[src/source/uart_pkg.sv]
package uart_pkg;

    // System clock and line rate
    localparam int clk_freq  = 50_000_000;
    localparam int baud_rate = 115_200;

    // Clock cycles per bit, 434 at these rates
    localparam int baud_div      = clk_freq / baud_rate;
    localparam int baud_div_half = baud_div / 2;  // Delay to centre of start bit

    // Width of the baud counters in both halves
    localparam int baud_cnt_w = $clog2(baud_div);

    typedef logic [baud_cnt_w-1:0] baud_cnt_t;

    // Terminal counts, already sized to the counter
    localparam baud_cnt_t baud_last      = baud_cnt_t'(baud_div - 1);
    localparam baud_cnt_t baud_half_last = baud_cnt_t'(baud_div_half - 1);

    // Transmit FSM
    typedef enum logic [2:0] {
        tx_idle,
        tx_start,
        tx_data,
        tx_parity,  // Only when bit 8 of the word was set
        tx_stop1,
        tx_stop2
    } tx_state_t;

    // Receive FSM
    typedef enum logic [2:0] {
        rx_idle,
        rx_start,   // Waiting for mid start bit
        rx_data,
        rx_parity,
        rx_stop1,
        rx_stop2
    } rx_state_t;

endpackage

[src/source/uart_tx.sv]
`timescale 1ns/1ps

module uart_tx (
    input  logic       clk,
    input  logic       rst,
    input  logic       uart_start,  // One-cycle strobe, taken only when ready
    input  logic [8:0] data_in,     // Bit 8 turns parity on for this frame
    output logic       tx,
    output logic       uart_ready,
    output logic       uart_busy
);

    import uart_pkg::*;

    tx_state_t state;
    tx_state_t next_state;

    baud_cnt_t  baud_cnt;
    logic       baud_tick;
    logic [2:0] bit_cnt;
    logic [7:0] shift_reg;
    logic       parity_on;
    logic       parity_bit;
    logic       accept;

    assign accept    = (state == tx_idle) && uart_start;
    assign baud_tick = (baud_cnt == baud_last);

    // Counter is held at zero in idle so each frame starts on a full bit
    always_ff @(posedge clk or posedge rst) begin
        if (rst) begin
            baud_cnt <= '0;
        end else if (state == tx_idle || baud_tick) begin
            baud_cnt <= '0;
        end else begin
            baud_cnt <= baud_cnt + 1'b1;
        end
    end

    always_ff @(posedge clk or posedge rst) begin
        if (rst) begin
            state <= tx_idle;
        end else begin
            state <= next_state;
        end
    end

    always_comb begin
        next_state = state;
        case (state)
            tx_idle: begin
                if (uart_start) begin
                    next_state = tx_start;
                end
            end
            tx_start: begin
                if (baud_tick) begin
                    next_state = tx_data;
                end
            end
            tx_data: begin
                // Eighth bit done, parity is optional
                if (baud_tick && bit_cnt == 3'd7) begin
                    next_state = parity_on ? tx_parity : tx_stop1;
                end
            end
            tx_parity: begin
                if (baud_tick) begin
                    next_state = tx_stop1;
                end
            end
            tx_stop1: begin
                if (baud_tick) begin
                    next_state = tx_stop2;
                end
            end
            tx_stop2: begin
                if (baud_tick) begin
                    next_state = tx_idle;
                end
            end
            default: next_state = tx_idle;
        endcase
    end

    // Frame control captured at the accepted strobe
    always_ff @(posedge clk or posedge rst) begin
        if (rst) begin
            parity_on <= 1'b0;
            bit_cnt   <= 3'd0;
        end else if (accept) begin
            parity_on <= data_in[8];
            bit_cnt   <= 3'd0;
        end else if (state == tx_data && baud_tick) begin
            bit_cnt <= bit_cnt + 1'b1;
        end
    end

    // Payload, LSB goes out first
    always_ff @(posedge clk) begin
        if (accept) begin
            shift_reg  <= data_in[7:0];
            parity_bit <= ^data_in[7:0];  // Even parity
        end else if (state == tx_data && baud_tick) begin
            shift_reg <= {1'b0, shift_reg[7:1]};
        end
    end

    // Registered line, lags the state by one cycle
    always_ff @(posedge clk or posedge rst) begin
        if (rst) begin
            tx <= 1'b1;
        end else begin
            case (state)
                tx_start:  tx <= 1'b0;
                tx_data:   tx <= shift_reg[0];
                tx_parity: tx <= parity_bit;
                default:   tx <= 1'b1;  // Idle and both stop bits
            endcase
        end
    end

    assign uart_ready = (state == tx_idle);
    assign uart_busy  = (state != tx_idle);

endmodule

[src/source/uart_rx.sv]
`timescale 1ns/1ps

module uart_rx (
    input  logic       clk,
    input  logic       rst,
    input  logic       rx,          // Asynchronous serial input
    input  logic       parity_en,   // Sampled as the receiver leaves idle
    output logic [8:0] data_out,    // Parity flag and the received byte
    output logic       rx_valid,
    output logic       uart_error
);

    import uart_pkg::*;

    rx_state_t state;
    rx_state_t next_state;

    logic       rx_meta;
    logic       rx_sync;
    baud_cnt_t  baud_cnt;
    logic       baud_tick;
    logic [2:0] bit_cnt;
    logic [7:0] shift_reg;
    logic       parity_on;
    logic       parity_err;
    logic       frame_err;
    logic       frame_start;

    // Two flops, reset to the idle line level
    always_ff @(posedge clk or posedge rst) begin
        if (rst) begin
            rx_meta <= 1'b1;
            rx_sync <= 1'b1;
        end else begin
            rx_meta <= rx;
            rx_sync <= rx_meta;
        end
    end

    assign frame_start = (state == rx_idle) && !rx_sync;

    // Half a bit in the start state, then a full bit per sample
    assign baud_tick = (state == rx_start) ? (baud_cnt == baud_half_last)
                                           : (baud_cnt == baud_last);

    always_ff @(posedge clk or posedge rst) begin
        if (rst) begin
            baud_cnt <= '0;
        end else if (state == rx_idle || baud_tick) begin
            baud_cnt <= '0;
        end else begin
            baud_cnt <= baud_cnt + 1'b1;
        end
    end

    always_ff @(posedge clk or posedge rst) begin
        if (rst) begin
            state <= rx_idle;
        end else begin
            state <= next_state;
        end
    end

    always_comb begin
        next_state = state;
        case (state)
            rx_idle: begin
                if (!rx_sync) begin
                    next_state = rx_start;
                end
            end
            rx_start: begin
                // Line back high at mid-bit means a glitch
                if (baud_tick) begin
                    next_state = rx_sync ? rx_idle : rx_data;
                end
            end
            rx_data: begin
                if (baud_tick && bit_cnt == 3'd7) begin
                    next_state = parity_on ? rx_parity : rx_stop1;
                end
            end
            rx_parity: begin
                if (baud_tick) begin
                    next_state = rx_stop1;
                end
            end
            rx_stop1: begin
                if (baud_tick) begin
                    next_state = rx_stop2;
                end
            end
            rx_stop2: begin
                if (baud_tick) begin
                    next_state = rx_idle;
                end
            end
            default: next_state = rx_idle;
        endcase
    end

    // Byte assembly, LSB arrives first
    always_ff @(posedge clk) begin
        if (state == rx_data && baud_tick) begin
            shift_reg <= {rx_sync, shift_reg[7:1]};
        end
    end

    always_ff @(posedge clk or posedge rst) begin
        if (rst) begin
            bit_cnt   <= 3'd0;
            parity_on <= 1'b0;
        end else if (frame_start) begin
            bit_cnt   <= 3'd0;
            parity_on <= parity_en;
        end else if (state == rx_data && baud_tick) begin
            bit_cnt <= bit_cnt + 1'b1;
        end
    end

    // Errors are sticky for the whole frame and the idle time after it
    always_ff @(posedge clk or posedge rst) begin
        if (rst) begin
            parity_err <= 1'b0;
            frame_err  <= 1'b0;
        end else if (frame_start) begin
            parity_err <= 1'b0;
            frame_err  <= 1'b0;
        end else if (baud_tick) begin
            case (state)
                rx_parity: parity_err <= (^shift_reg) != rx_sync;
                rx_stop1,
                rx_stop2: begin
                    if (!rx_sync) begin
                        frame_err <= 1'b1;  // Stop bit seen low
                    end
                end
                default: ;
            endcase
        end
    end

    // Word and strobe land together on the second stop sample
    always_ff @(posedge clk or posedge rst) begin
        if (rst) begin
            data_out <= 9'd0;
            rx_valid <= 1'b0;
        end else begin
            rx_valid <= (state == rx_stop2) && baud_tick;
            if (state == rx_stop2 && baud_tick && rx_sync && !frame_err) begin
                data_out <= {parity_on, shift_reg};  // Parity error still updates
            end
        end
    end

    assign uart_error = parity_err | frame_err;

endmodule

[src/source/uart_driver.sv]
`timescale 1ns/1ps

module uart_driver (
    input  logic       clk,
    input  logic       rst,
    input  logic       uart_start,  // Send strobe
    input  logic [8:0] data_in,     // Byte plus per-frame parity enable
    input  logic       parity_en,   // Receiver expects a parity bit
    input  logic       rx,
    output logic       tx,
    output logic [8:0] data_out,
    output logic       rx_valid,    // One cycle per received frame
    output logic       uart_ready,
    output logic       uart_busy,
    output logic       uart_error   // Parity or framing, held until next frame
);

    // Transmit half
    uart_tx u_tx (
        .clk        (clk),
        .rst        (rst),
        .uart_start (uart_start),
        .data_in    (data_in),
        .tx         (tx),
        .uart_ready (uart_ready),
        .uart_busy  (uart_busy)
    );

    // Receive half, shares only clock and reset with the transmitter
    uart_rx u_rx (
        .clk        (clk),
        .rst        (rst),
        .rx         (rx),
        .parity_en  (parity_en),
        .data_out   (data_out),
        .rx_valid   (rx_valid),
        .uart_error (uart_error)
    );

endmodule

[config.mk]
export PLATFORM = sky130hd
export DESIGN_NAME = uart_driver
export DESIGN_NICKNAME = d
export VERILOG_FILES = /design/src/source/uart_pkg.sv /design/src/source/uart_tx.sv /design/src/source/uart_rx.sv /design/src/source/uart_driver.sv
export SDC_FILE = /design/constraint.sdc
export NUM_CORES = 1
export LEC_CHECK = 0
export BUFFER_PORTS_ARGS = -buffer_cell sky130_fd_sc_hd__buf_2
export CAP_MARGIN = 20
export CORE_ASPECT_RATIO = 1.2
export CORE_UTILIZATION = 25
export CTS_CLUSTER_SIZE = 25
export DETAILED_ROUTE_END_ITERATION = 7
export MAX_ROUTING_LAYER = met4
export SYNTH_ARGS = -nofsm -noshare
export SYNTH_HDL_FRONTEND = slang
export SYNTH_SLANG_ARGS = --single-unit
[constraint.sdc]
create_clock -name clk -period 2.6 [get_ports clk]
set_input_delay 0.26 -clock clk [delete_from_list [all_inputs] [get_ports clk]]
set_output_delay 0.26 -clock clk [all_outputs]
set_load 0.05 [all_outputs]
======== Word-level counts from Yosys, hierarchy flattened ========
Cells that the tools add are included.
operators by class
  bitwise logic cells ..................... 1
  add/sub/neg operators ................... 4
  divide/modulo/power cells ............... 0
  magnitude comparators ................... 0
  equal/unequal tests ..................... 29
  multiplexer cells ....................... 34
  $mul .................................... 0
  shifts and indexed selects .............. 0
  reductions and logical operators ........ 28
operators by type and width
  cell                 count
  $mux 3               18
  $pmux 3 s6           2
  $ne 2x1->1 const B   10
  $add 9x1->9 const B  2
  $eq 3x3->1 const B   6
  $eq 9x9->1 const B   2
  $mux 9               2
  $mux 8               2
  $reduce_xor 8->1     2
  $eq 3x2->1 const B   4
  $reduce_and 6->1     2
  $reduce_bool 2->1    5
  $eq 9x8->1 const B   1
  $logic_and 1x1->1    9
  $mux 1               8
  $add 3x1->3 const B  2
  $eq 3x1->1 const B   2
  $logic_not 3->1      2
  $ne 2x2->1 const B   3
  $pmux 1 s3           1
  $reduce_and 3->1     1
  $reduce_bool 3->1    1
  $logic_not 1->1      2
  $logic_or 1x1->1     2
  other kinds (5)      5
storage, ports and cells
  ROM bits ................................ 0
  output and inout bits ................... 14
  bits in latches ......................... 0
  word-level logic and storage cells ...... 114
  memories kept ........................... 0
  flip-flop bits (word level) ............. 64
  bits in writable memories ............... 0

======== Longest topological paths before layout ========
  word-level depth ........................ 5
  mapped depth ............................ 7

======== Modules after synthesis ========
A second synthesis with hierarchy kept.
second synthesis, totals
  cell total of the unflattened synthesis .. 265
  area total of the unflattened synthesis .. 3072.9 um^2
modules (own cells, without submodules)
  module   area each (um^2)  cells each  times used  seq. area each (um^2)
  uart_rx  1776.7            149         1           993.5
  uart_tx  1296.2            116         1           696.9

======== Worst setup path after synthesis ========
OpenSTA, ideal clock, no wires.
  path kind ............................... flip-flop to flip-flop
  start ................................... register u_tx.state[2]
  end ..................................... register u_tx.shift_reg[0] (data pin)
  slack ................................... 461 ps
  cell stages (with the launch flop) ...... 5
  arrival ................................. 1879 ps
  path buffers ............................ 1
  data required time ...................... 2340 ps
  cells stage by stage .................... dfrtp_1 or3_1 clkbuf_1 nor2_2 mux2_2
on the way
  word-level cells in the longest chain between the ends .. 3
ends and longest elaborated chain
  element                 RTL line        text
  start, declared         uart_tx.sv:15   tx_state_t state;
  start signal, assigned  uart_tx.sv:42   state <= tx_idle;
  start signal, assigned  uart_tx.sv:44   state <= next_state;
  $logic_not 3->1         uart_tx.sv:26   assign accept = (state == tx_idle) && uart_start;
  $logic_and 1x1->1       uart_tx.sv:26
  via u_tx.accept         uart_tx.sv:24   logic accept;
  $mux 8                  uart_tx.sv:101  if (accept) begin
  end signal, assigned    uart_tx.sv:102  shift_reg <= data_in[7:0];
  end signal, assigned    uart_tx.sv:105  shift_reg <= {1'b0, shift_reg[7:1]};
  end, declared           uart_tx.sv:21   logic [7:0] shift_reg;
The timed path passes the listed nets, and every way through them passes these cells.
A chain may end at the register's enable or synchronous reset.

======== Worst setup path in the final report ========
  start ................................... register u_rx.baud_cnt[1]
  end ..................................... register u_rx.data_out[5]
on the way
  word-level cells in the longest chain between the ends .. 5
  elaborated cells between the ends (all ways) .. 6
  classes of those cells .................. 2 x eq/ne; 1 x mux; 3 x reduce/logical
ends and longest elaborated chain
  element                                          RTL line                      text
  start, declared                                  uart_rx.sv:20                 baud_cnt_t baud_cnt;
  start signal, assigned                           uart_rx.sv:52                 baud_cnt <= baud_cnt + 1'b1;
  $eq 9x9->1 / $eq 9x8->1 (equally long branches)  uart_rx.sv:44, uart_rx.sv:43
  $mux 1 (*)                                       uart_rx.sv:43                 assign baud_tick = (state == rx_start) ? (baud_cnt == baud_half_last)
  $logic_and 1x1->1 (*) (3 in a row)               uart_rx.sv:150                if (state == rx_stop2 && baud_tick && rx_sync && !frame_err) begin
  end signal, assigned                             uart_rx.sv:151                data_out <= {parity_on, shift_reg};
  end, declared                                    uart_rx.sv:8                  output logic [8:0] data_out,
Mark *: on every way between the ends. The rest lies on a longest branch, timed or not.

==> metrics.txt <==
unrepaired setup endpoints after global routing false; Root Driver clkbuf_16; CP Data Arrival Time 2260 ps; Remaining DRCs 0; Critical Path, Cell by Cell and4bb_2, nand3_4, nor4_4, mux2_2; largest registers u_rx.baud_cnt (9), u_rx.data_out (9), u_tx.baud_cnt (9); H-tree lvl count 3; die width 103 um; HPWL after DPL 3.93 mm; Sequential Power Share 48.2%; CP peak stage delay 560 ps; worst-margin pin slew 622 ps; Final Util 31.3%; Int Pwr 1.70 mW; Most used DFF post-synth dfrtp_1; skew final 6.18 ps; ANT cells 0; Core Rows 43; post-route ant nets 0; Async SR Flop Fraction 73.4%; clock power share 49.3%; CP Data Required Time 2810 ps; GR Overflow Total 0; DR WL/cell 12.0 um; Synthesis Warnings 0; Crit. End Element flip-flop; CP top delay family simple AND/OR/NAND/NOR gates; Sw Pwr 457 uW; initial antenna violation count 0; sum of negative setup slack 0 ps; CP max-delay cell nor4_4; register area share after synthesis 55.5%; Comb pwr share 2.5%; max_cap viols 0; WHS 40.7 ps; Port Buffers 27; routed via count 2045; clk buf depth 2; pin count of the biggest net entering global routing 42; final max-slew violation count 0; EDFF count, synth 17; Layout fillers 1236; share of post-route cells with drive strength above 1 26.2%; buffers and inverters on the worst path 0; Leak 1.61 nW; FF+latch count, synth 64; post-synth cell types 48; FMAX 0.488 GHz; Clock Sinks 64; PD cells 588 nW/um^2; final WL 5.48 mm; vias per cell 4.49; Switching Fraction 21.2%; Worst slew margin 58.2%; most frequent cells in the layout dfrtp_1, nor2_1, buf_2; Syn Area/Cell 12.0 sq um; Area Growth Syn to Fin 20.3%; Setup Fix Bufs, Post-CTS 0; cell area after synthesis 3050 sq um; Crit Path Max Fanout 9; gp weighted congestion 0.826; Hold Violations, Final 0; CTS clk-pin slew, worst paths 60 ps; first-pass GRT wire length 9.64 mm; aggregate global-route resource usage 10.2%; Placeable Area 11700 sq um; commonest non-fill, non-tap cell in the layout dfrtp_1; DR iter-0 viols 95; worst min path class in2reg; Final Setup Violations 0; Min Clock Period, post-route 2050 ps; initial core utilization 26.0%; Die Span Y 123 um; CP Class reg2reg; CTS tree done; status complete, no violations; NumNets Final 314; Gate Count Post-Synth 255; Final period util 78.8%; total I/O pin count 28; Startpoint Class flip-flop; post-synth net total 276; Clock Latency Late Sink 330 ps; vias in the first global route 2031; cts bufs inserted 9; Die Area 12600 sq um; Initial DRT Pass Iterations 4; Worst IR Drop VDD 0.333 mV
[worst register-to-register path: cells and delay by family, from the launching register on]
| kind | cells | cell delay, ps |
|---|---|---|
| mux | 1 | 410 |
| simple gates | 3 | 1100 |
| flops | 1 | 430 |
[area by class of cell]
class	instances	area (sq um)	area share, %
Sequential cell	64	1690	46.1
Multi-Input combinational cell	176	1300	35.5
Clock buffer	10	229	6.25
Tap cell	157	196	5.36
Timing Repair Buffer	32	175	4.78
Inverter	10	37.5	1.02
Clock inverter	6	36.3	0.990
[power by group through the flow]
| stage | clock network, mW | registers [mW] | logic (mW) |
|---|---|---|---|
| global placement | 0 | 1.06 | 0.0536 |
| floorplan | 0 | 1.06 | 0.0331 |
| CTS | 1.09 | 1.04 | 0.0564 |
| finish | 1.06 | 1.04 | 0.0539 |
| global route | 1.14 | 1.04 | 0.0620 |
| detailed placement | 0 | 1.06 | 0.0551 |
[per-layer routing]
layer | vias up | wire length (um) | GRT usage, %
met3 | 9 | 243 | 3.90
met2 | 37 | 2720 | 16.4
met4 | 0 | 46 | 2.64
met1 | 1012 | 2470 | 12.0
met5 | - | 0 | -
li1 | 987 | - | -
[final timing paths]
kind / start / endpoint / slack, ps / depth (start not counted)
setup / recovery: u_rx.baud_cnt[1]$_DFF_PP0_ / u_rx.data_out[5]$_DFFE_PP0P_ / 550 / 4
hold / removal: rx / u_rx.rx_meta$_DFF_PP1_ / 40 / 1
setup reg to reg: u_rx.baud_cnt[1]$_DFF_PP0_ / u_rx.data_out[5]$_DFFE_PP0P_ / 550 / 4
hold reg to reg: u_rx.rx_meta$_DFF_PP1_ / u_rx.rx_sync$_DFF_PP1_ / 360 / 0
max in group asynchronous: rst / u_tx.tx$_DFF_PP1_ / 1490 / 4
min in group asynchronous: rst / u_tx.baud_cnt[2]$_DFF_PP0_ / 360 / 3
[cell usage after synthesis (3+ instances only)]
| cell type | n | area [sq um] |
|---|---|---|
| nand4_1 | 4 | 25.0 |
| and3_1 | 3 | 18.8 |
| nor2_1 | 32 | 120 |
| ha_1 | 7 | 87.6 |
| inv_1 | 10 | 37.5 |
| xnor2_1 | 18 | 158 |
| dfrtp_1 | 44 | 1100 |
| edfxtp_1 | 17 | 510 |
| nand3_1 | 7 | 35.0 |
| nand2_1 | 11 | 41.3 |
| nand2b_1 | 4 | 25.0 |
| xor2_1 | 11 | 96.3 |
| mux2i_1 | 5 | 50.1 |
| clkbuf_1 | 5 | 18.8 |
| a21oi_1 | 7 | 35.0 |
| a22o_1 | 5 | 43.8 |
| nor3_1 | 3 | 15.0 |
| dfstp_2 | 3 | 78.8 |
| mux2_2 | 19 | 214 |
| o21ai_0 | 3 | 15.0 |
| a21o_1 | 3 | 22.5 |
[cells by family (layout without fill, tap and decap cells)]
group | count (synthesis) | after routing | share of synthesized area, %
AOI/OAI and AO/OA | 31 | 31 | 7.31
xor gates and xnor gates | 29 | 29 | 8.33
adders and majority gates | 7 | 7 | 2.87
buffers and inverters | 15 | 58 | 1.85
DFF | 64 | 64 | 55.5
muxes | 24 | 24 | 8.66
and+or+nand+nor | 85 | 85 | 15.5
[metrics by stage]
step | std cells | total power [mW] | worst slack [ps] | cell area (sq um)
3_5_place_dp | 438 | 1.11 | 509 | 3390
3_3_place_gp | 438 | 1.11 | 579 | 3390
5_1_grt | 455 | 2.24 | 360 | 3670
2_1_floorplan | 255 | 1.09 | 461 | 3050
4_1_cts | 455 | 2.19 | 490 | 3670
6_report | 455 | 2.15 | 551 | 3670
[repair_timing]
item,CTS,global route
endpoints found under the setup margin,0,0
hold endpoints to repair,6,0
hold buffers,1,0
gates resized for setup,0,0
(Power assumes the default switching activity.)
